File: src/mempool_pkg.sv
//********************************************************************
// MemPool system package
// Address map, bus widths, L2 bank geometry and boot ROM contents
//********************************************************************
package mempool_pkg;

  // Bus widths and counts
  localparam int unsigned AddrWidth       = 32;
  localparam int unsigned DataWidth       = 32;
  localparam int unsigned StrbWidth       = DataWidth / 8;
  localparam int unsigned ByteOffWidth    = $clog2(StrbWidth);
  localparam int unsigned NumMasters      = 2;
  localparam int unsigned NumCores        = 4;
  localparam int unsigned NumL2Banks      = 4;
  localparam int unsigned L2BankNumWords  = 256;
  localparam int unsigned L2BankAddrWidth = 8;
  localparam int unsigned L2BankSelWidth  = 2;

  typedef logic [AddrWidth-1:0]          addr_t;
  typedef logic [DataWidth-1:0]          data_t;
  typedef logic [StrbWidth-1:0]          strb_t;
  typedef logic [$clog2(NumMasters)-1:0] mst_sel_t;

  // Address map
  localparam addr_t       L2MemoryBaseAddr = 32'h8000_0000;
  localparam addr_t       L2Size           = 32'h0000_1000;
  localparam addr_t       BootromBaseAddr  = 32'hA000_0000;
  localparam addr_t       BootromSize      = 32'h0001_0000;
  localparam int unsigned BootromNumWords  = 8;
  localparam int unsigned BootromIdxWidth  = $clog2(BootromNumWords);
  localparam addr_t       CtrlBaseAddr     = 32'h4000_0000;
  localparam addr_t       CtrlSize         = 32'h0001_0000;
  localparam int unsigned CtrlOffWidth     = $clog2(CtrlSize);

  // Control register offsets
  localparam int unsigned EocOffset      = 'h00;
  localparam int unsigned WakeUpOffset   = 'h04;
  localparam int unsigned L2StartOffset  = 'h08;
  localparam int unsigned L2EndOffset    = 'h0C;
  localparam int unsigned NumCoresOffset = 'h10;

  // Answer for reads that hit no target
  localparam data_t DecodeErrData = 32'hBADC_AB1E;

  // Boot code, parks every core in a wfi loop
  localparam data_t BootromContent [BootromNumWords] = '{
    32'hf140_2573, 32'h0000_0597, 32'h0185_8593, 32'h3055_9073,
    32'h3040_5073, 32'h1050_0073, 32'hffdf_f06f, 32'h0000_0013
  };

  // L2 byte offset, flat or split into row, bank and byte
  typedef union packed {
    logic [L2BankAddrWidth+L2BankSelWidth+ByteOffWidth-1:0] flat;
    struct packed {
      logic [L2BankAddrWidth-1:0] row;
      logic [L2BankSelWidth-1:0]  bank;
      logic [ByteOffWidth-1:0]    byte_off;
    } split;
  } l2_addr_u;

  // First requester at or after the pointer wins
  function automatic mst_sel_t rr_pick(logic [NumMasters-1:0] req, mst_sel_t ptr);
    mst_sel_t idx;
    mst_sel_t win;
    win = ptr;
    for (int k = NumMasters - 1; k >= 0; k--) begin
      idx = mst_sel_t'((ptr + k) % NumMasters);
      if (req[idx]) win = idx;
    end
    return win;
  endfunction

endpackage

File: src/soc_xbar.sv
//********************************************************************
// SoC crossbar
// Shared port for boot ROM, control registers and decode errors
//********************************************************************
`timescale 1ns/1ns
module soc_xbar (
  input  logic                                             clk_i,
  input  logic                                             arst_n_i,
  input  logic [mempool_pkg::NumMasters-1:0]               req_i,
  input  logic [mempool_pkg::NumMasters-1:0]               we_i,
  input  mempool_pkg::addr_t [mempool_pkg::NumMasters-1:0] addr_i,
  input  mempool_pkg::data_t [mempool_pkg::NumMasters-1:0] wdata_i,
  input  mempool_pkg::strb_t [mempool_pkg::NumMasters-1:0] strb_i,
  output logic [mempool_pkg::NumMasters-1:0]               gnt_o,
  output logic [mempool_pkg::NumMasters-1:0]               rvalid_o,
  output mempool_pkg::data_t [mempool_pkg::NumMasters-1:0] rdata_o,
  output logic                                             rom_req_o,
  output logic [mempool_pkg::BootromIdxWidth-1:0]          rom_addr_o,
  input  mempool_pkg::data_t                               rom_rdata_i,
  output logic                                             reg_req_o,
  output logic                                             reg_we_o,
  output logic [mempool_pkg::CtrlOffWidth-1:0]             reg_offset_o,
  output mempool_pkg::data_t                               reg_wdata_o,
  output mempool_pkg::strb_t                               reg_strb_o,
  input  mempool_pkg::data_t                               reg_rdata_i
);
  import mempool_pkg::*;

  logic     any_req;
  mst_sel_t win;
  addr_t    rom_off;
  addr_t    reg_off;
  logic     hit_rom;
  logic     hit_reg;
  mst_sel_t rr_q;
  mst_sel_t win_q;
  logic     vld_q;
  logic     rom_q;
  logic     reg_q;
  data_t    resp_data;

  assign any_req = |req_i;
  assign win     = rr_pick(req_i, rr_q);

  always_comb begin
    for (int m = 0; m < NumMasters; m++) begin
      gnt_o[m] = any_req && (win == m);
    end
  end

  // Address decode of the winning request
  assign rom_off = addr_i[win] - BootromBaseAddr;
  assign reg_off = addr_i[win] - CtrlBaseAddr;
  assign hit_rom = rom_off < BootromSize;
  assign hit_reg = reg_off < CtrlSize;

  // ROM writes are dropped here but still acknowledged
  assign rom_req_o    = any_req & hit_rom & ~we_i[win];
  assign rom_addr_o   = rom_off[ByteOffWidth +: BootromIdxWidth];
  assign reg_req_o    = any_req & hit_reg;
  assign reg_we_o     = we_i[win];
  assign reg_offset_o = reg_off[CtrlOffWidth-1:0];
  assign reg_wdata_o  = wdata_i[win];
  assign reg_strb_o   = strb_i[win];

  always_ff @(posedge clk_i or negedge arst_n_i) begin
    if (!arst_n_i) begin
      rr_q  <= '0;
      win_q <= '0;
      vld_q <= 1'b0;
      rom_q <= 1'b0;
      reg_q <= 1'b0;
    end else begin
      vld_q <= any_req;
      win_q <= win;
      rom_q <= hit_rom;
      reg_q <= hit_reg;
      if (any_req) rr_q <= mst_sel_t'((win + 1) % NumMasters);
    end
  end

  assign resp_data = rom_q ? rom_rdata_i : (reg_q ? reg_rdata_i : DecodeErrData);

  always_comb begin
    for (int m = 0; m < NumMasters; m++) begin
      rvalid_o[m] = vld_q && (win_q == m);
      rdata_o[m]  = resp_data;
    end
  end

endmodule
File: config.mk
export PLATFORM = sky130hd
export DESIGN_NAME = soc_xbar
export DESIGN_NICKNAME = d
export VERILOG_FILES = /design/src/mempool_pkg.sv /design/src/soc_xbar.sv
export SDC_FILE = /design/constraint.sdc
export NUM_CORES = 1
export LEC_CHECK = 0
export BUFFER_PORTS_ARGS = -buffer_cell sky130_fd_sc_hd__buf_2
export CAP_MARGIN = 20
export CORE_AREA = 5 5 126 128
export DETAILED_ROUTE_END_ITERATION = 10
export DIE_AREA = 0 0 131 133
export PLACE_DENSITY = 0.51
export SYNTH_ARGS = -nofsm -noshare
export SYNTH_HDL_FRONTEND = slang
export SYNTH_SLANG_ARGS = --single-unit
File: constraint.sdc
create_clock -name clk_i -period 2.8 [get_ports clk_i]
set_clock_uncertainty 0.15 [all_clocks]
set_input_delay 0.14 -clock clk_i [delete_from_list [all_inputs] [get_ports clk_i]]
set_output_delay 0.14 -clock clk_i [all_outputs]
set_load 0.02 [all_outputs]
### After elaboration in Yosys (flattened, before gate mapping)

Index checks and enable logic that the tools add are counted.
W data, S select, Z words.

| cells by class | value |
|---|---|
| shift-type cells | 0 |
| bitwise operators | 6 |
| equality and inequality tests | 0 |
| div/mod/pow operators | 0 |
| add/sub/neg operators | 4 |
| reductions and logical operators | 5 |
| magnitude comparators | 5 |
| multipliers | 0 |
| muxes and demuxes | 16 |

Operators with widths:

| kind | number |
|---|---|
| $mux W32 | 6 |
| $lt A32 B17 Y1 const B | 2 |
| $sub A32 B31 Y32 const B | 1 |
| $sub A32 B32 Y32 const B | 1 |
| $mux W1 | 8 |
| $mux W4 | 2 |
| $lt A1 B2 Y1 const B | 3 |
| $logic_and A1 B1 Y1 | 4 |
| $and A1 B1 Y1 | 3 |
| $not A1 Y1 | 3 |
| $add A1 B1 Y1 const B | 2 |
| $reduce_or A2 Y1 | 1 |

| word-level totals | value |
|---|---|
| memory bits (read-only) | 0 |
| memories kept | 0 |
| output and inout port bits | 126 |
| flip-flop bits (word level) | 5 |
| word-level logic and storage cells | 41 |
| bits in latches | 0 |
| bits in writable memories | 0 |
| input bits | 206 |

### Depth between registers and ports, before layout

Gate-level depths: netlist of the first run.

| logic depth | value |
|---|---|
| depth in word-level cells | 11 |
| gate-level depth with buffers | 9 |
| depth with buffers taken out | 7 |

### Least setup slack after synthesis of the first run

No wires, ideal clock.

| path | value |
|---|---|
| path kind | register to output |
| start point | reg rr_q |
| end point | out rom_req_o |
| cell stages (with the launch flop) | 9 |
| slack | 0.059 ns |
| path buffers | 2 |
| data arrival time | 2.451 ns |
| data required time | 2.510 ns |
| cell sequence | dfrtp_1 -> maj3_2 -> buf_2 -> buf_2 -> mux2i_1 -> ha_1 -> inv_1 -> or3b_1 -> nor4_2 |

| on the way | value |
|---|---|
| word-level cells in the longest chain between the ends | 11 |
| elaborated cells on any way between the ends | 16 |
| classes of those cells | add/sub: 2; order compare: 1; mux: 10; bitwise: 3 |

Ends and longest elaborated chain:

| what | RTL line | source |
|---|---|---|
| start, declared | soc_xbar.sv:35 | `mst_sel_t rr_q;` |
| start signal, assigned | soc_xbar.sv:78 | `if (any_req) rr_q <= mst_sel_t'((win + 1) % NumMasters);` |
| $add A1 B1 Y1 | mempool_pkg.sv:67 | `idx = mst_sel_t'((ptr + k) % NumMasters);` |
| $mux W1 (not written as such) (2 in a row) | mempool_pkg.sv:68 | `if (req[idx]) win = idx;` |
| $mux W1 | mempool_pkg.sv:68 |  |
| $mux W1 (*) | mempool_pkg.sv:68 |  |
| via win | soc_xbar.sv:30 | `mst_sel_t win;` |
| $mux W32 (not written as such) (2 in a row) | soc_xbar.sv:52 | `assign rom_off = addr_i[win] - BootromBaseAddr;` |
| $sub A32 B32 Y32 | soc_xbar.sv:52 |  |
| $lt A32 B17 Y1 | soc_xbar.sv:54 | `assign hit_rom = rom_off < BootromSize;` |
| $and A1 B1 Y1 | soc_xbar.sv:58 | `assign rom_req_o = any_req & hit_rom & ~we_i[win];` |
| $and A1 B1 Y1 (*) | soc_xbar.sv:58 |  |
| end, declared | soc_xbar.sv:17 | `output logic rom_req_o,` |

The timed path passes the listed nets; every way through them passes the cells marked *. The select of a mux whose other input is x is not followed.

### Final worst setup path of the first run

| path | value |
|---|---|
| start point | reg rr_q |
| end point | out rom_req_o |

| on the way | value |
|---|---|
| word-level cells in the longest chain between the ends | 11 |
| elaborated cells on any way between the ends | 16 |
| classes of those cells | add/sub: 2; order compare: 1; mux: 10; bitwise: 3 |

Ends and longest elaborated chain:

| what | RTL line |
|---|---|
| $add A1 B1 Y1 | mempool_pkg.sv:67 |
| $mux W1 (not written as such) (2 in a row) | mempool_pkg.sv:68 |
| $mux W1 | mempool_pkg.sv:68 |
| $mux W1 (*) | mempool_pkg.sv:68 |
| $mux W32 (not written as such) (2 in a row) | soc_xbar.sv:52 |
| $sub A32 B32 Y32 | soc_xbar.sv:52 |
| $lt A32 B17 Y1 | soc_xbar.sv:54 |
| $and A1 B1 Y1 | soc_xbar.sv:58 |
| $and A1 B1 Y1 (*) | soc_xbar.sv:58 |

Every way passes the cells marked *; elsewhere a longest branch is shown, timed or not. The select of a mux whose other input is x is not followed.

==> summary.txt, run 1 <==
most frequent cells in the layout: 331 x buf_2, 53 x mux2_2, 23 x nor2_1
setup violators final: 0
GPL Wtd Cong: 0.783
fraction of layout cells with a size suffix above 1: 78.1%
die area: 0.0174 mm2
most common cell after layout, fill and taps aside: buf_2
initial core utilization: 11.1%
die span in y: 133 um
H-tree Lvls: 1
status: complete, no violations
final setup margin: 0.157 ns
setup slack, reg-to-reg: 0.73 ns
antenna cells: 0
CTS Buffer Depth: 2
total power: 0.000839 W
placed cell areas: 0.00325 mm2
VDD IR max: 189 uV
total of max-cap violations: 0
CTS clock-pin slew for the worst setup and hold paths: 0.03 ns
hold endpoint: rr_q$_DFFE_PN0N_
Crit Path Class: register to primary output
gr usage total: 9.56%
worst slew pin tran: 0.782 ns
Setup crit end kind: primary output
final count of hold timing violations: 0
DRC: 0
largest net degree at the start of global routing: 35
CTS tree: done
fin crit share: 94.4%
LEAKAGE: 1.93 nW
reg2reg end: rom_q$_DFF_PN0_
WL/cell: 13.9 um
sequential share of power: 9.4%
min cycle time layout: 2.64 ns
io pins: 332
DR vias/cell: 3.75
DRT Wirelength: 9620 um
number of global-route vias before repair: 2566
Placement Rows: 45
library cells used by synthesis: 27
setup bufs post-CTS: 0
first-pass GRT wire length: 13000 um
crit start category: register
HP Class: primary input to register
area grow syn2layout: 103%
total gr overflow: 0
switching pwr: 0.000318 W
Mean Syn Cell Area: 7.71 um2
post-synthesis cell count: 213
DRT Pass-1 Iters: 4
Achievable Freq: 0.378 GHz
max-slew violations: 0
Chip Width: 131 um
vias: 2602
initial antenna violation count: 0
Core Region: 0.0148 mm2
post-CTS sizing: 0
DP Worst Slack: 0.379 ns
pwr/cell area: 251 mW/mm2
Comb pwr share: 62.9%
Sinks on Clock Net: 5
Synth Cell Area: 0.00164 mm2
Post-DRT Antenna Nets: 0
RR Startpoint: rr_q$_DFFE_PN0N_
area of all placed cells without fillers: 0.00334 mm2
CP Data Required Time: 2.51 ns
RSZ-0062 raised after global routing: false
worst reg2reg path depth: 6
Hold Crit Depth: 2
Syn Nets: 420
Worst-Skew Late Latency: 0.23 ns
sw frac: 37.9%
Setup TNS Final: 0 ns
Max-slew headroom: 47.8%
internal power: 0.000521 W
CP Max Fanout: 6
post-DP HPWL: 8790 um
Worst EP arrival: 2.35 ns
clock root buffer: clkbuf_16
Yosys Warn Count: 0
clock share of power: 27.7%
Starting DRT DRC Count: 16
Final #Nets: 714
IO buf count: 331
CTS Buf Count: 3
Seq/Total Area, Yosys: 7.62%
FF+latch count, synth: 5
hold path startpoint: req_i[1]
==> state kept, by name, summed over array words and instances, names as in the netlist <==
| name | count |
|---|---|
| rom_q | 1 |
| win_q | 1 |
| vld_q | 1 |
| rr_q | 1 |
| reg_q | 1 |
==> kinds of logic (layout without fill, tap and decap cells) <==
| kind of cell | after synthesis | in the layout | share of synthesized area (%) |
|---|---|---|---|
| adder cells (fa/ha/maj) | 2 | 2 | 1.45 |
| AND/OR/NAND/NOR | 43 | 43 | 13.2 |
| AO/OA/AOI/OAI | 34 | 34 | 13.4 |
| multiplexers | 58 | 58 | 39.4 |
| flip-flops | 5 | 5 | 7.62 |
| XOR/XNOR | 1 | 1 | 0.533 |
| buffers and inverters | 70 | 363 | 24.4 |
==> synthesized netlist by cell type (all sizes together) <==
cell / instances / area [um2]
mux2: 53 / 597
buf: 41 / 293
nor2: 23 / 86.3
inv: 22 / 82.6
a21oi: 20 / 100
a22o: 12 / 105
clkbuf: 7 / 26.3
dfrtp: 5 / 125
mux2i: 5 / 50.1
nor4: 5 / 37.5
and2: 3 / 18.8
nand2: 2 / 7.51
nand4: 2 / 12.5
nor2b: 2 / 12.5
nor3: 2 / 10.0
and3b: 1 / 8.76
ha: 1 / 12.5
maj3: 1 / 11.3
nand2b: 1 / 6.26
nor3b: 1 / 7.51
o211a: 1 / 10.0
o21ai: 1 / 5.00
or3b: 1 / 8.76
xor2: 1 / 8.76
==> how the worst max path moves through the flow <==
| stage | cells past startpoint | slack [ns] | startpoint | to |
|---|---|---|---|---|
| after floorplan | 8 | 0.06 | rr_q$_DFFE_PN0N_ | rom_req_o |
| after global placement | 7 | 0.42 | rr_q$_DFFE_PN0N_ | rom_req_o |
| after detailed placement | 7 | 0.38 | rr_q$_DFFE_PN0N_ | rom_req_o |
| after CTS | 7 | 0.14 | rr_q$_DFFE_PN0N_ | rom_req_o |
| after global routing | 7 | 0.002 | rr_q$_DFFE_PN0N_ | rom_req_o |
| final | 7 | 0.16 | rr_q$_DFFE_PN0N_ | rom_req_o |
==> power groups by stage <==
stage / Combinational (W) / Clock, W / Sequential, W
3_3_place_gp: 0.000536 / 0 / 0.0000795
4_1_cts: 0.000542 / 0.000236 / 0.0000791
3_5_place_dp: 0.000538 / 0 / 0.0000798
5_1_grt: 0.000577 / 0.000246 / 0.0000797
6_report: 0.000528 / 0.000233 / 0.0000790
2_1_floorplan: 0.000285 / 0 / 0.0000791
==> per-stage QoR <==
stage	util, %	hold WS, ns	instances
detailed placement	22.1	-0.189	689
CTS	22.7	0.00102	694
floorplan	-	-0.306	213
global route	22.7	0.0129	694
global placement	22.1	-0.190	689
finish	22.7	0.00644	694
==> per-layer routing <==
| layer | share of wire (%) | vias to the layer above | global-route usage, % | routed length (um) |
|---|---|---|---|---|
| li1 | - | 1284 | - | - |
| met2 | 52 | 192 | 19.2 | 5030 |
| met3 | 13 | 6 | 2.75 | 1270 |
| met5 | 0 | - | 0 | 0 |
| met4 | 0.85 | 0 | 1.77 | 82 |
| met1 | 34 | 1120 | 9.50 | 3240 |
==> worst max-delay path, cell delays in order (launching register included) <==
cell	delay, ns
dfrtp_1	0.40
maj3_2	0.38
mux2i_1	0.18
ha_1	0.30
inv_1	0.03
or3b_1	0.40
nor4_2	0.24
buf_2	0.20
==> what timing repair did <==
action,4_1_cts,5_1_grt
endpoints found under the hold margin,5,0
hold buffers,1,0
setup endpoints to repair,0,1
==> cell type report <==
cell class	instances	area, um2
fill	1672	11400
timing repair buffer	337	1700
multi-input combinational	138	1120
tap	188	235
sequential	5	125
inverter	22	82.6
clock buffer	4	78.8
Power figures use the tool's default switching activity.
==> run 2: changes to the inputs <==
--- a/config.mk
+++ b/config.mk
@@ -7,9 +7,10 @@
 export LEC_CHECK = 0
 export BUFFER_PORTS_ARGS = -buffer_cell sky130_fd_sc_hd__buf_2
 export CAP_MARGIN = 20
-export CORE_AREA = 5 5 126 128
+export CORE_AREA = 5 5 127 129
+export CTS_BUF_LIST = sky130_fd_sc_hd__clkbuf_2
 export DETAILED_ROUTE_END_ITERATION = 10
-export DIE_AREA = 0 0 131 133
+export DIE_AREA = 0 0 132 134
 export PLACE_DENSITY = 0.51
 export SYNTH_ARGS = -nofsm -noshare
 export SYNTH_HDL_FRONTEND = slang
==> run 2 against run 1 <==
  * Total power is 19% lower
  * Combinational power is 0.8% higher
  * Setup slack worse by 0.0065 ns
  * Cell count is 0.43% higher
  * Die area is 1.5% higher
  * Critical path type unchanged
  * Maximum frequency is 0.25% lower
  * Register-to-register slack worse by 0.05 ns
  * Wire length is 2.8% higher
  * Core utilization is 0.46 points lower
  * Worst hold slack better by 0.039 ns
==> summary.txt, run 2 (synthesis gave the netlist of run 1 again) <==
min cycle time layout: 2.65 ns (+0.00649 ns)
LEAKAGE: 1.93 nW (-0.34%)
DRT Pass-1 Iters: 4 (unchanged)
CTS tree: done
GPL Wtd Cong: 0.726 (-7.3%)
H-tree Lvls: 1 (unchanged)
Post-DRT Antenna Nets: 0 (unchanged)
Worst-Skew Late Latency: 0.21 ns (-0.02 ns)
slowest stage cell, crit path: dfrtp_1
antenna cells: 0 (unchanged)
Setup TNS Final: 0 ns (unchanged)
Core Region: 0.0149 mm2 (+1.1%)
area grow syn2layout: 102%
crit start category: register
Hold Crit Depth: 3 (+1)
DR vias/cell: 3.76 (+0.33%)
CP Max Fanout: 6 (unchanged)
sw frac: 44.5% (+6.6 points)
total gr overflow: 0 (unchanged)
Sinks on Clock Net: 5 (unchanged)
fin crit share: 94.6% (+0.23 points)
Achievable Freq: 0.377 GHz (-0.25%)
gr usage total: 9.93% (+0.37 points)
Chip Width: 132 um (+0.76%)
CP Data Required Time: 2.51 ns (about the same)
CTS clock-pin slew for the worst setup and hold paths: 0.06 ns (+0.03 ns)
total of max-cap violations: 0 (unchanged)
worst slew pin tran: 0.671 ns (-0.111 ns)
fraction of layout cells with a size suffix above 1: 78.2% (+0.13 points)
Setup crit end kind: primary output
DRT Wirelength: 9880 um (+2.8%)
Cell Chain, Critical Path: maj3_2 > mux2i_1 > ha_1 > inv_1 > or3b_1 > nor4_2 > buf_2
final count of hold timing violations: 0 (unchanged)
post-DP HPWL: 9080 um (+3.3%)
Starting DRT DRC Count: 30 (+14)
setup violators final: 0 (unchanged)
VDD IR max: 83.3 uV (-56%)
HP Class: primary input to register
status: complete, no violations
initial core utilization: 11.0% (-0.13 points)
worst reg2reg path depth: 6 (unchanged)
most frequent cells in the layout: 331 x buf_2, 53 x mux2_2, 23 x nor2_1
max-slew violations: 0 (unchanged)
first-pass GRT wire length: 14400 um (+10%)
IO buf count: 331 (unchanged)
Comb pwr share: 78.6% (+16 points)
WL/cell: 14.2 um (+2.3%)
initial antenna violation count: 0 (unchanged)
Placement Rows: 45 (unchanged)
Crit Path Class: register to primary output
clock root buffer: clkbuf_2
most common cell after layout, fill and taps aside: buf_2
clock share of power: 9.8% (-18 points)
pwr/cell area: 204 mW/mm2 (-19%)
DP Worst Slack: 0.337 ns (-0.0429 ns)
die span in y: 134 um (+0.75%)
internal power: 0.000376 W (-28%)
CTS Buffer Depth: 2 (unchanged)
largest net degree at the start of global routing: 56 (+60%)
CP max stage delay: 0.40 ns (about the same)
final core occ: 22.2% (-0.46 points)
vias: 2622 (+0.77%)
io pins: 332 (unchanged)
Worst EP arrival: 2.36 ns (about the same)
switching pwr: 0.000301 W (-5.2%)
Fill cells: 1685 (+0.78%)
sequential share of power: 11.6% (+2.2 points)
non-filler cells, final: 697 (+0.43%)
DRC: 0 (unchanged)
die area: 0.0177 mm2 (+1.5%)
Final #Nets: 717 (+0.42%)
number of global-route vias before repair: 2691 (+4.9%)
Max-slew headroom: 55.3% (+7.4 points)
RSZ-0062 raised after global routing: false
CTS Buf Count: 3 (unchanged)
placed insts: 688 (-0.15%)
final setup margin: 0.151 ns (-0.00649 ns)
run 2: cell count changes in the layout (fill, tap and decap cells not counted), sizes merged:
cell         change
buf              +2
dlygate4sd3      +1
run 2: layout make-up:
cell class              count  area (um2)  share of cell area [%]
repair buffers            340        1730                    52.3
multi-input cells         138        1120                    33.7
well taps                 188         235                    7.10
flip-flops and latches      5         125                    3.78
inverters                  22        82.6                    2.49
clock buffers               4        20.0                   0.604
run 2: worst max-delay path: cells and delay by family (launching register included):
family,cells,cell delay [ns]
fa+ha+maj,2,0.68
simple gates,2,0.64
flops,1,0.40
buf+inv,2,0.23
mux,1,0.19
run 2: power by group through the flow:
stage               logic [W]  registers (W)  clock network (W)
finish               0.000532      0.0000784          0.0000665
global route         0.000582      0.0000787          0.0000749
CTS                  0.000536      0.0000784          0.0000708
detailed placement   0.000531      0.0000797                  0
global placement     0.000529      0.0000794                  0
floorplan            0.000285      0.0000791                  0
run 2: per-layer routing:
layer	vias up	track usage (%)	share of wire, %
li1	1290	-	-
met1	1136	10.8	35
met5	-	0	0
met4	0	1.03	0
met2	196	19.1	53
met3	0	3.45	12
run 2: per-stage QoR:
step | instance area (um2) | power, W | hold WS [ns]
final | 3310 | 0.000677 | 0.0452
after global routing | 3310 | 0.000735 | 0.0344
after CTS | 3290 | 0.000685 | 0.0314
after detailed placement | 3250 | 0.000611 | -0.189
after global placement | 3250 | 0.000608 | -0.190
after floorplan | 1640 | 0.000364 | -0.306
run 2: final timing paths:
kind                             startpoint          endpoint  slack (ns)
hold / removal                     req_i[0]  rr_q$_DFFE_PN0N_        0.05
setup reg to reg           rr_q$_DFFE_PN0N_   rom_q$_DFF_PN0_        0.68
min in group asynchronous          arst_n_i   rom_q$_DFF_PN0_        0.12
setup / recovery           rr_q$_DFFE_PN0N_         rom_req_o        0.15
hold reg to reg            rr_q$_DFFE_PN0N_  rr_q$_DFFE_PN0N_        0.36
max in group asynchronous          arst_n_i   reg_q$_DFF_PN0_        2.25
run 2: timing repair:
action,4_1_cts,5_1_grt
hold endpoints to repair,6,0
hold buffers,2,0
buffers inserted,0,3
endpoints found under the setup margin,0,1
gates resized for setup,0,1
