$ cat src/mempool_pkg.sv
//********************************************************************
// MemPool system package
// Address map, bus widths, L2 bank geometry and boot ROM contents
//********************************************************************
package mempool_pkg;

  // Bus widths and counts
  localparam int unsigned AddrWidth       = 32;
  localparam int unsigned DataWidth       = 32;
  localparam int unsigned StrbWidth       = DataWidth / 8;
  localparam int unsigned ByteOffWidth    = $clog2(StrbWidth);
  localparam int unsigned NumMasters      = 2;
  localparam int unsigned NumCores        = 4;
  localparam int unsigned NumL2Banks      = 4;
  localparam int unsigned L2BankNumWords  = 256;
  localparam int unsigned L2BankAddrWidth = 8;
  localparam int unsigned L2BankSelWidth  = 2;

  typedef logic [AddrWidth-1:0]          addr_t;
  typedef logic [DataWidth-1:0]          data_t;
  typedef logic [StrbWidth-1:0]          strb_t;
  typedef logic [$clog2(NumMasters)-1:0] mst_sel_t;

  // Address map
  localparam addr_t       L2MemoryBaseAddr = 32'h8000_0000;
  localparam addr_t       L2Size           = 32'h0000_1000;
  localparam addr_t       BootromBaseAddr  = 32'hA000_0000;
  localparam addr_t       BootromSize      = 32'h0001_0000;
  localparam int unsigned BootromNumWords  = 8;
  localparam int unsigned BootromIdxWidth  = $clog2(BootromNumWords);
  localparam addr_t       CtrlBaseAddr     = 32'h4000_0000;
  localparam addr_t       CtrlSize         = 32'h0001_0000;
  localparam int unsigned CtrlOffWidth     = $clog2(CtrlSize);

  // Control register offsets
  localparam int unsigned EocOffset      = 'h00;
  localparam int unsigned WakeUpOffset   = 'h04;
  localparam int unsigned L2StartOffset  = 'h08;
  localparam int unsigned L2EndOffset    = 'h0C;
  localparam int unsigned NumCoresOffset = 'h10;

  // Answer for reads that hit no target
  localparam data_t DecodeErrData = 32'hBADC_AB1E;

  // Boot code, parks every core in a wfi loop
  localparam data_t BootromContent [BootromNumWords] = '{
    32'hf140_2573, 32'h0000_0597, 32'h0185_8593, 32'h3055_9073,
    32'h3040_5073, 32'h1050_0073, 32'hffdf_f06f, 32'h0000_0013
  };

  // L2 byte offset, flat or split into row, bank and byte
  typedef union packed {
    logic [L2BankAddrWidth+L2BankSelWidth+ByteOffWidth-1:0] flat;
    struct packed {
      logic [L2BankAddrWidth-1:0] row;
      logic [L2BankSelWidth-1:0]  bank;
      logic [ByteOffWidth-1:0]    byte_off;
    } split;
  } l2_addr_u;

  // First requester at or after the pointer wins
  function automatic mst_sel_t rr_pick(logic [NumMasters-1:0] req, mst_sel_t ptr);
    mst_sel_t idx;
    mst_sel_t win;
    win = ptr;
    for (int k = NumMasters - 1; k >= 0; k--) begin
      idx = mst_sel_t'((ptr + k) % NumMasters);
      if (req[idx]) win = idx;
    end
    return win;
  endfunction

endpackage

$ cat src/l2_xbar.sv
//********************************************************************
// L2 bank crossbar
// Round-robin arbitration per bank, registered response routing
//********************************************************************
`timescale 1ns/1ns
module l2_xbar (
  input  logic                                                  clk_i,
  input  logic                                                  arst_n_i,
  input  logic [mempool_pkg::NumMasters-1:0]                    req_i,
  input  logic [mempool_pkg::NumMasters-1:0]                    we_i,
  input  mempool_pkg::l2_addr_u [mempool_pkg::NumMasters-1:0]   addr_i,
  input  mempool_pkg::data_t [mempool_pkg::NumMasters-1:0]      wdata_i,
  input  mempool_pkg::strb_t [mempool_pkg::NumMasters-1:0]      strb_i,
  output logic [mempool_pkg::NumMasters-1:0]                    gnt_o,
  output logic [mempool_pkg::NumMasters-1:0]                    rvalid_o,
  output mempool_pkg::data_t [mempool_pkg::NumMasters-1:0]      rdata_o,
  output logic [mempool_pkg::NumL2Banks-1:0]                    bank_req_o,
  output logic [mempool_pkg::NumL2Banks-1:0]                    bank_we_o,
  output logic [mempool_pkg::NumL2Banks-1:0][mempool_pkg::L2BankAddrWidth-1:0] bank_row_o,
  output mempool_pkg::data_t [mempool_pkg::NumL2Banks-1:0]      bank_wdata_o,
  output mempool_pkg::strb_t [mempool_pkg::NumL2Banks-1:0]      bank_strb_o,
  input  mempool_pkg::data_t [mempool_pkg::NumL2Banks-1:0]      bank_rdata_i
);
  import mempool_pkg::*;

  logic     [NumL2Banks-1:0][NumMasters-1:0] bank_hit;
  mst_sel_t [NumL2Banks-1:0]                 bank_win;
  mst_sel_t [NumL2Banks-1:0]                 rr_q;
  mst_sel_t [NumL2Banks-1:0]                 win_q;
  logic     [NumL2Banks-1:0]                 vld_q;

  // Per bank arbitration and request mux
  always_comb begin
    for (int b = 0; b < NumL2Banks; b++) begin
      for (int m = 0; m < NumMasters; m++) begin
        bank_hit[b][m] = req_i[m] && (addr_i[m].split.bank == b);
      end
      bank_win[b]     = rr_pick(bank_hit[b], rr_q[b]);
      bank_req_o[b]   = |bank_hit[b];
      bank_we_o[b]    = we_i[bank_win[b]];
      bank_row_o[b]   = addr_i[bank_win[b]].split.row;
      bank_wdata_o[b] = wdata_i[bank_win[b]];
      bank_strb_o[b]  = strb_i[bank_win[b]];
    end
  end

  // A master is granted when its bank picked it
  always_comb begin
    for (int m = 0; m < NumMasters; m++) begin
      gnt_o[m] = req_i[m] && bank_req_o[addr_i[m].split.bank] &&
                 (bank_win[addr_i[m].split.bank] == m);
    end
  end

  always_ff @(posedge clk_i or negedge arst_n_i) begin
    if (!arst_n_i) begin
      rr_q  <= '0;
      win_q <= '0;
      vld_q <= '0;
    end else begin
      vld_q <= bank_req_o;
      win_q <= bank_win;
      for (int b = 0; b < NumL2Banks; b++) begin
        if (bank_req_o[b]) rr_q[b] <= mst_sel_t'((bank_win[b] + 1) % NumMasters);
      end
    end
  end

  // Bank data goes back to the master that won the previous cycle
  always_comb begin
    rvalid_o = '0;
    rdata_o  = '0;
    for (int b = 0; b < NumL2Banks; b++) begin
      if (vld_q[b]) begin
        rvalid_o[win_q[b]] = 1'b1;
        rdata_o[win_q[b]]  = bank_rdata_i[b];
      end
    end
  end

endmodule

$ cat config.mk
export PLATFORM = sky130hd
export DESIGN_NAME = l2_xbar
export DESIGN_NICKNAME = d
export VERILOG_FILES = /design/src/mempool_pkg.sv /design/src/l2_xbar.sv
export SDC_FILE = /design/constraint.sdc
export NUM_CORES = 1
export LEC_CHECK = 0
export BUFFER_PORTS_ARGS = -buffer_cell sky130_fd_sc_hd__buf_2
export CAP_MARGIN = 0
export CORE_AREA = 3 3 184 186
export DETAILED_ROUTE_END_ITERATION = 8
export DIE_AREA = 0 0 187 189
export REMOVE_ABC_BUFFERS = 1
export SLEW_MARGIN = 25
export SYNTH_ARGS = -nofsm -noshare
export SYNTH_HDL_FRONTEND = slang
export SYNTH_SLANG_ARGS = --single-unit
$ cat constraint.sdc
create_clock -name clk_i -period 2.1 [get_ports clk_i]
set_input_delay 0.21 -clock clk_i [delete_from_list [all_inputs] [get_ports clk_i]]
set_output_delay 0.21 -clock clk_i [all_outputs]
set_load 0.05 [all_outputs]
======== After elaboration in Yosys (flattened, before gate mapping) ========
Cells that the tools add are included.
W data, S select, Z words.
storage, ports and cells
  word-level logic and storage cells ...... 163
  output and inout bits ................... 252
  input port bits ......................... 230
  register bits after elaboration ......... 12
cells by class
  reduce and logical (&&, ||, !) cells .... 22
  $lt $le $gt $ge ......................... 22
  multiplexer cells ....................... 91
  bitwise operators ....................... 5
  add/sub/neg operators ................... 8
  equal/unequal tests ..................... 6
operators with widths
  operator               count
  $mux W32               12
  $mux W64               4
  $bwmux W64             3
  $demux W32 S1          4
  $mux W12               8
  $and A64 B64 Y64       1
  $mux W1                40
  $lt A1 B2 Y1 const B   16
  $mux W4                8
  $logic_and A1 B1 Y1    16
  $add A1 B1 Y1 const B  8
  $bmux W1 S2            4
  $eq A2 B2 Y1 const B   4
  $mux W2                4
  $reduce_or A2 Y1       4
  $lt A2 B3 Y1 const B   2
  $or A2 B2 Y2           3
  $demux W1 S1           4
  $eq A2 B1 Y1 const B   2
  $ge A1 B1 Y1 const B   4
  $logic_not A2 Y1       2
  $not A1 Y1             1

======== Depth between registers and ports, before layout ========
Gate-level depths: netlist (run 1).
  word-level depth ........................ 12
  gate-level depth with buffers ........... 7
  gate-level depth less buffers ........... 4

======== Worst setup path after synthesis (run 1) ========
Ideal clock, no wire load.
  path type ............................... reg2out
  start ................................... reg vld_q[1]
  end ..................................... out rdata_o[43] (netlist name)
  path buffers ............................ 2
  stages on the path, launching flop included .. 7
  required time ........................... 1.890 ns
  path slack .............................. -0.560 ns
  arrival time ............................ 2.450 ns
  cells stage by stage .................... dfrtp_1 > and2_1 > clkbuf_1 > nor2_1 > clkbuf_1 > a221oi_1 > o31ai_1
RTL lines
  what                      line           source
  start: declaration        l2_xbar.sv:30  logic [NumL2Banks-1:0] vld_q;
  start signal: assignment  l2_xbar.sv:61  vld_q <= bank_req_o;
  end: declaration          l2_xbar.sv:16  output mempool_pkg::data_t [mempool_pkg::NumMasters-1:0] rdata_o,

==> results of run 1 <==
==> power by group <==
group	internal (mW)	total, mW	switching [mW]
Clock	0.287	0.386	0.0986
Combinational	2.04	6.73	4.68
Sequential	0.274	0.318	0.0439
==> final timing paths <==
kind | from | end | slack [ns] | cells past startpoint
setup / recovery | win_q[1]$_DFF_PN0_ | rdata_o[49] | -0.004 | 7
hold / removal | req_i[1] | vld_q[1]$_DFF_PN0_ | 0.34 | 3
setup reg to reg | rr_q[2]$_DFFE_PN0N_ | win_q[2]$_DFF_PN0_ | 0.91 | 2
hold reg to reg | rr_q[1]$_DFFE_PN0N_ | rr_q[1]$_DFFE_PN0N_ | 0.50 | 1
max in group asynchronous | arst_n_i | win_q[0]$_DFF_PN0_ | 1.50 | 2
min in group asynchronous | arst_n_i | rr_q[3]$_DFFE_PN0N_ | 0.38 | 2
==> state kept, by name (all words and copies together), names as in the netlist <==
| name | count |
|---|---|
| rr_q | 4 |
| vld_q | 4 |
| win_q | 4 |
==> repair_timing <==
item | in CTS | in global routing
hold buffers | 1 | 0
endpoints found under the hold margin | 12 | 0
resized for setup | 17 | 52
buffers inserted | 2 | 7
endpoints found under the setup margin | 53 | 95
pin swaps | 3 | 8
cloned | 0 | 5
==> cells in the final DEF (no fill, tap or decap), types with 2 or more instances in the layout <==
cell type | netlist | routed
o22ai_1 | 47 | 47
a221oi_2 | 0 | 5
clkbuf_16 | 0 | 7
inv_1 | 2 | 2
o31ai_1 | 18 | 16
nand3b_1 | 3 | 3
nor2_1 | 68 | 63
o221ai_1 | 2 | 2
maj3_2 | 3 | 2
o21ai_0 | 3 | 3
clkbuf_4 | 0 | 8
buf_12 | 0 | 17
or3b_2 | 2 | 2
nand2_2 | 0 | 2
mux2_1 | 124 | 124
o21ai_4 | 0 | 2
buf_6 | 10 | 6
buf_2 | 6 | 439
a221oi_1 | 64 | 59
and2_1 | 3 | 2
nand2_1 | 31 | 29
nor2_2 | 0 | 4
mux2_4 | 56 | 56
nand2b_1 | 3 | 2
dfrtp_1 | 12 | 12
buf_4 | 6 | 46
nand3_1 | 2 | 2
o31ai_2 | 0 | 2
diode_2 | 0 | 6
==> routing by layer <==
layer  GRT usage, %  wire, um  vias up
met5              0        34        -
met4          6.950      1487        4
met3          3.185      2261       88
met2          26.12     14520      459
met1          14.70     10340     3025
li1               -         -     2982
==> kinds of logic (layout without fill, tap and decap cells) <==
family	after synthesis	after routing	share of synthesized area [%]
simple gates	120	120	11.84
other cells	0	6	0
mux	181	181	50.04
buf+inv	58	529	7.189
fa+ha+maj	3	3	0.7522
compound gates	139	139	23.49
flops	12	12	6.687
==> critical path, delay by kind of cell, from the launching register on <==
kind,cells,cell delay [ns]
simple gates,2,0.36
buf+inv,3,0.56
compound gates,2,0.32
flops,1,0.40
==> layout make-up <==
class	instances	area, um2	area share (%)
multi-input cells	443	3965	49.14
repair buffers	522	3136	38.86
well taps	442	553.0	6.854
flip-flops and latches	12	300.3	3.722
clock buffers	4	88.84	1.101
diodes	6	15.01	0.1861
inverters	3	11.26	0.1396
==> per-stage QoR <==
| stage | setup TNS (ns) | instance area, um2 | worst slack (ns) | hold slack [ns] | total power, mW |
|---|---|---|---|---|---|
| floorplan | -89.02 | 4179 | -1.407 | -0.08559 | 5.038 |
| global route | -0.3835 | 8066 | -0.04958 | 0.3553 | 7.730 |
| CTS | 0 | 7744 | 0.001582 | 0.3332 | 7.209 |
| detailed placement | 0 | 7584 | 0.004404 | 0.1099 | 6.739 |
| global placement | 0 | 7584 | 0.03543 | 0.1104 | 6.720 |
| finish | -0.004056 | 8069 | -0.004056 | 0.3411 | 7.431 |
==> flow_summary.yaml, run 1 <==
clock_tree:
  clkTransAtPathRegs_ns: 0.04
  cts_sinks: 12
  cts_buffers: 3
  clockBufferDepth: 2
  insertion_delay_ns: 0.24
  htreeDepth: 1
  root_buffer: "clkbuf_16"
  cts_tree: "built"
global_route:
  grt_overflow_total: 0
  grt_use_total_pct: 13.97
  grt_pass1_vias: 6779
  grt_max_degree: 47
  antenna_found_initial: 11
  grt_pass1_wl_um: 39440
status:
  violations: "negative setup slack"
  outcome: "finished, violations left"
yosys:
  synth.most_common_cell: "mux2_1"
  yosys.area.top_type: "mux2_1"
  synth-main-ff-cell: "dfrtp_1"
  ys_warn_count: 0
  yosys-top-cells-area: "mux2_1 (31%), mux2_4 (19%), a221oi_1 (12%), dfrtp_1 (6.7%), o22ai_1 (6.5%)"
  synthCells: 513
  syn_area_per_cell_um2: 8.754
  synth_top_area_share_pct: 31.10
  yosys_register_bits: 12
  synthDistinctLibCells: 37
  synth-async-reset-ratio_pct: 100.0
  syn_area_um2: 4491
  synth-seq-area-share_pct: 6.687
  synth_commonest_cells: "mux2_1 (124), nor2_1 (68), a221oi_1 (64), mux2_4 (56), o22ai_1 (47)"
  synth-edff-count: 0
floorplanning:
  ios: 482
  rows: 66
  start_util_pct: 13.84
  die_area_um2: 35340
  die_w_um: 187
  dieHeight_um: 189
  core_um2: 32450
sta:
  fin_crit_sh_pct: 100.2
  fmax_mhz: 475.3
  finalSetupViolCount: 1
  hold_viol: 0
  setup_slack_ns: -0.004056
  rsz0062_at_grt: "true"
  drv_slew: 0
  slew_headroom_pct: 71.26
  fin_worst_skew_ns: 0.003760
  worst_slew_pin_slew_ns: 0.4310
  min_period_ns: 2.104
detailed_routing:
  routed_wl_um: 28650
  vias: 6558
  ant_nets: 0
  drt_iter0_drc: 326
  drtPass1Iterations: 5
  via_per_inst: 4.580
  wl_per_cell_um: 20.00
  drc: 0
finish:
  utilization_pct: 24.86
  fin_nets: 1215
  areaGrowthSynthToFinish_pct: 79.69
  layout-drive-gt1-share_pct: 61.89
  instances_no_fill: 1432
  fill_cells: 3621
run:
  cap_viol_max_count: 0
worst_setup_path:
  cpPeakStageDelay_ns: 0.40
  critical_path_class: "register to output port"
  cp_slowest_cell: "dfrtp_1"
  crit_fanout: 8
  cp-end-kind: "output port"
  required_ns: 1.89
  arrival_ns: 1.89
  cp_cell_sequence: "and2_4 > nor2_4 > buf_12 > clkbuf_16 > a221oi_2 > o31ai_1 > buf_4"
  setup.worst_path.start_class: "register"
placed_design:
  place_congestion: 0.8454
  dpl.cell_count: 1408
  port_buffers: 477
  dp_hpwl_um: 22560
pwr:
  powerDensity_nw_per_um2: 921.0
  ir_drop_mv: 0.4213
  p_leak_nw: 3.940
hold_path:
  hold_class: "primary input to register"
Power figures use the tool's default switching activity.
==> run 2, diff against run 1 <==
--- a/config.mk
+++ b/config.mk
@@ -8,3 +8,2 @@
 export BUFFER_PORTS_ARGS = -buffer_cell sky130_fd_sc_hd__buf_2
-export CAP_MARGIN = 0
 export CORE_AREA = 3 3 184 186
@@ -12,2 +11,3 @@
 export DIE_AREA = 0 0 187 189
+export PLACE_DENSITY = 0.47
 export REMOVE_ABC_BUFFERS = 1
==> constraint.sdc (replaced) <==
create_clock -name clk_i -period 2.1 [get_ports clk_i]
set_input_delay 0.42 -clock clk_i [delete_from_list [all_inputs] [get_ports clk_i]]
set_output_delay 0.42 -clock clk_i [all_outputs]
set_load 0.05 [all_outputs]
==> flow_summary.yaml, run 2 (synthesis gave the netlist of run 1 again) <==
sta:
  fin_crit_sh_pct: 112.9
  fin_worst_skew_ns: 0.002130
  drv_slew: 0
  finalSetupViolCount: 237
  worst_slew_pin_slew_ns: 0.3509
  fin_setup_tns_ns: -33.26
  rsz0062_at_grt: "true"
  slew_headroom_pct: 76.61
  hold_viol: 0
  holdWs_ns: 0.06133
  setup_slack_ns: -0.2703
  fmax_mhz: 421.9
  min_period_ns: 2.370
detailed_routing:
  via_per_inst: 4.648
  drc: 0
  routed_wl_um: 35540
  wl_per_cell_um: 23.43
  drt_iter0_drc: 308
  drtPass1Iterations: 5
  vias: 7051
  ant_nets: 0
clock_tree:
  htreeDepth: 1
  cts_tree: "built"
  clkTransAtPathRegs_ns: 0.04
  root_buffer: "clkbuf_16"
  cts_buffers: 3
  insertion_delay_ns: 0.24
  cts_sinks: 12
  clockBufferDepth: 2
floorplanning:
  die_w_um: 187
  start_util_pct: 13.84
  die_area_um2: 35340
  core_um2: 32450
  dieHeight_um: 189
  ios: 482
  rows: 66
worst_setup_path:
  crit_fanout: 23
  cp-end-kind: "output port"
  critical_path_class: "primary input to output port"
  reg2reg_depth: 7
  arrival_ns: 1.95
  setup.worst_path.start_class: "primary input"
  required_ns: 1.68
global_route:
  grt_pass1_vias: 7143
  grt_max_degree: 46
  grt_overflow_total: 0
  grt_use_total_pct: 16.37
  grt_pass1_wl_um: 45000
  antenna_found_initial: 10
status:
  outcome: "finished, violations left"
  violations: "negative setup slack"
finish:
  fin_nets: 1298
  layout-drive-gt1-share_pct: 82.46
  areaGrowthSynthToFinish_pct: 158.4
  instances_no_fill: 1517
  final_common_cell: "buf_2"
  largest_registers: "rr_q (4), vld_q (4), win_q (4)"
  most-common-layout-cells: "buf_2 (241), buf_6 (215), mux2_4 (146)"
  fin_area_um2: 11600
hold_path:
  hold_class: "primary input to asynchronous set/reset pin"
placed_design:
  place_area_um2: 7779
  dpl.cell_count: 1433
  dp_hpwl_um: 23400
  place_congestion: 0.8988
  port_buffers: 477
pwr:
  ir_drop_mv: 0.5272
  p_leak_nw: 5.540
  powerDensity_nw_per_um2: 856.7
run:
  cap_viol_max_count: 0
==> run 2: layout make-up <==
cell class                      instances  area, um2
Antenna cell                            9      22.52
Clock buffer                            3      75.07
Fill cell                            3243      20850
Inverter                                3      11.26
Multi-Input combinational cell        443       4991
Sequential cell                        12      301.5
Tap cell                              442      553.0
Timing Repair Buffer                  605       5649
==> run 2: repair_timing <==
action,CTS,global route
buffers inserted,36,21
setup endpoints to repair,248,249
resized for setup,412,449
hold buffers,0,0
gates cloned,9,17
pin swaps,28,49
==> run 2: report_power, final <==
part | internal (mW) | total [mW] | switching, mW
combinational | 3.87 | 9.28 | 5.41
clock | 0.248 | 0.342 | 0.0941
sequential | 0.275 | 0.320 | 0.0452
==> run 2: through the flow <==
| step | power [mW] | util (%) | setup WS, ns |
|---|---|---|---|
| after CTS | 8.645 | 30.32 | -0.2702 |
| after global placement | 6.885 | 23.97 | -0.3046 |
| after global routing | 10.26 | 35.73 | -0.2958 |
| after detailed placement | 6.878 | 23.97 | -0.3206 |
| after floorplan | 5.038 | - | -1.617 |
| final | 9.941 | 35.75 | -0.2703 |
==> run 2: path summary, 6_finish.rpt <==
kind                                     start                  end  slack [ns]
max reg2reg                rr_q[0]$_DFFE_PN0N_   win_q[0]$_DFF_PN0_        0.64
max in group asynchronous             arst_n_i   win_q[2]$_DFF_PN0_        1.79
min                                   arst_n_i  rr_q[1]$_DFFE_PN0N_        0.06
min in group clk_i                    req_i[1]   vld_q[1]$_DFF_PN0_        0.48
min reg2reg                rr_q[3]$_DFFE_PN0N_  rr_q[3]$_DFFE_PN0N_        0.52
max                                  addr_i[2]     bank_wdata_o[91]       -0.27
==> run 2: layer usage <==
metal / part of all wire (%) / up-vias / track usage [%]
met5: 0.037 / - / 0
met2: 52 / 420 / 31.70
met3: 6.8 / 87 / 3.036
met4: 4.9 / 2 / 6.223
met1: 36 / 3382 / 17.54
li1: - / 3160 / -
==> run 2: critical path, stage by stage <==
cell     delay (ns)
buf_8          0.10
and2b_1        0.21
nand2_2        0.07
maj3_4         0.41
buf_12         0.21
mux2_4         0.34
buf_6          0.16
==> run 3, diff against run 2 <==
Settings changed: SKIP_CTS_REPAIR_TIMING from default to 1.
==> flow_summary.yaml, run 3 (synthesis gave the netlist of run 1 again) <==
floorplanning:
  start_util_pct: 13.84
  core_um2: 32450
  rows: 66
  die_area_um2: 35340
  ios: 482
  dieHeight_um: 189
  die_w_um: 187
worst_setup_path:
  critical_path_class: "primary input to output port"
  critPathBufInv: 3
  reg2reg_depth: 3
  r2r_start: "rr_q[2]$_DFFE_PN0N_"
  cp_slowest_cell: "maj3_4"
  reg2reg_setup_slack_ns: 0.83
  cpPeakStageDelay_ns: 0.41
  arrival_ns: 1.97
  crit_family: "buffers and inverters"
  cp_cell_sequence: "buf_8 > and2b_1 > nand2_2 > maj3_4 > buf_12 > mux2_4 > buf_2"
  crit_fanout: 23
  r2r-end: "win_q[2]$_DFF_PN0_"
  required_ns: 1.68
  cp-end-kind: "output port"
  setup.worst_path.start_class: "primary input"
detailed_routing:
  drc: 0
  met3WireLength_um: 2427
  vias: 6979
  wl_met1_um: 13010
  wl_met2_um: 19440
  top_layer: "met5"
  drtPass1Iterations: 5
  ant_nets: 0
  wl_per_cell_um: 23.80
  via_per_inst: 4.616
  routed_wl_um: 35980
  drt_iter0_drc: 257
finish:
  most-common-layout-cells: "buf_2 (276), buf_6 (171), mux2_4 (124)"
  fin_nets: 1295
  largest_registers: "rr_q (4), vld_q (4), win_q (4)"
  layout-drive-gt1-share_pct: 81.00
  final_common_cell: "buf_2"
  areaGrowthSynthToFinish_pct: 151.7
global_route:
  grt_pass1_vias: 6577
  grt_overflow_total: 0
  antenna_found_initial: 7
  grt_use_total_pct: 14.74
  grt_pass1_wl_um: 40890
  grt_max_degree: 46
clock_tree:
  clkTransAtPathRegs_ns: 0.04
  cts_sinks: 12
  insertion_delay_ns: 0.24
  htreeDepth: 1
  root_buffer: "clkbuf_16"
  clockBufferDepth: 2
  cts_buffers: 3
  cts_tree: "built"
pwr:
  powerDensity_nw_per_um2: 858.7
  p_leak_nw: 5.378
  total_power_mw: 9.704
  ir_drop_mv: 0.4671
sta:
  rsz0062_at_grt: "true"
  fin_worst_skew_ns: 0.002086
  setup_slack_ns: -0.2889
  drv_slew: 0
  worst_slew_pin_slew_ns: 0.3476
  slew_headroom_pct: 76.83
  hold_viol: 0
  fin_crit_sh_pct: 113.8
  fmax_mhz: 418.6
  finalSetupViolCount: 245
  holdWs_ns: 0.06234
  min_period_ns: 2.389
  fin_setup_tns_ns: -40.19
placed_design:
  port_buffers: 477
  dp_hpwl_um: 23400
  place_congestion: 0.8988
hold_path:
  hold_class: "primary input to asynchronous set/reset pin"
status:
  outcome: "finished, violations left"
  violations: "negative setup slack"
run:
  cap_viol_max_count: 0
-- run 3: cell types whose count changed in the layout (fill, tap and decap cells not counted), sizes merged --
cell / previous run / this run
buf: 590 / 581
clkbuf: 18 / 22
diode: 9 / 7
maj3: 3 / 5
-- run 3: worst max-delay path by stage --
stage                                   from          endpoint  cells past startpoint
after floorplan           vld_q[1]$_DFF_PN0_       rdata_o[36]                      4
after global placement              req_i[1]     bank_row_o[4]                      7
after detailed placement           addr_i[2]    bank_row_o[16]                      7
after CTS                 win_q[0]$_DFF_PN0_        rdata_o[3]                      6
after global routing               addr_i[2]  bank_wdata_o[89]                      7
final                              addr_i[2]  bank_wdata_o[89]                      7
-- run 3: cell type report --
type                            count  area [um2]
Fill cell                        3330       21150
Clock buffer                        3       75.07
Inverter                            3       11.26
Tap cell                          442       553.0
Multi-Input combinational cell    445        5001
Antenna cell                        7       17.52
Sequential cell                    12       301.5
Timing Repair Buffer              600        5341
-- run 3: where the power goes --
group | total (mW) | leakage, nW | switching (mW) | internal, mW
registers | 0.325 | 0.146 | 0.0505 | 0.275
logic | 9.04 | 5.20 | 5.39 | 3.65
clock network | 0.343 | 0.0370 | 0.0953 | 0.248
total | 9.70 | 5.38 | 5.53 | 4.17
-- run 3: per-stage QoR --
step / utilization (%) / setup slack (ns) / cell area [um2] / cells
detailed placement: 23.97 / -0.3206 / 7779 / 1433
global placement: 23.97 / -0.3046 / 7779 / 1433
CTS: 24.20 / -0.3543 / 7854 / 1436
global route: 34.81 / -0.3257 / 11300 / 1510
finish: 34.82 / -0.2889 / 11300 / 1512
floorplan: - / -1.617 / 4179 / 458
-- run 3: metal layers --
metal | global-route usage (%) | vias up
met5 | 0 | -
met4 | 4.245 | 2
met3 | 2.888 | 57
met2 | 29.04 | 367
met1 | 15.83 | 3387
li1 | - | 3166
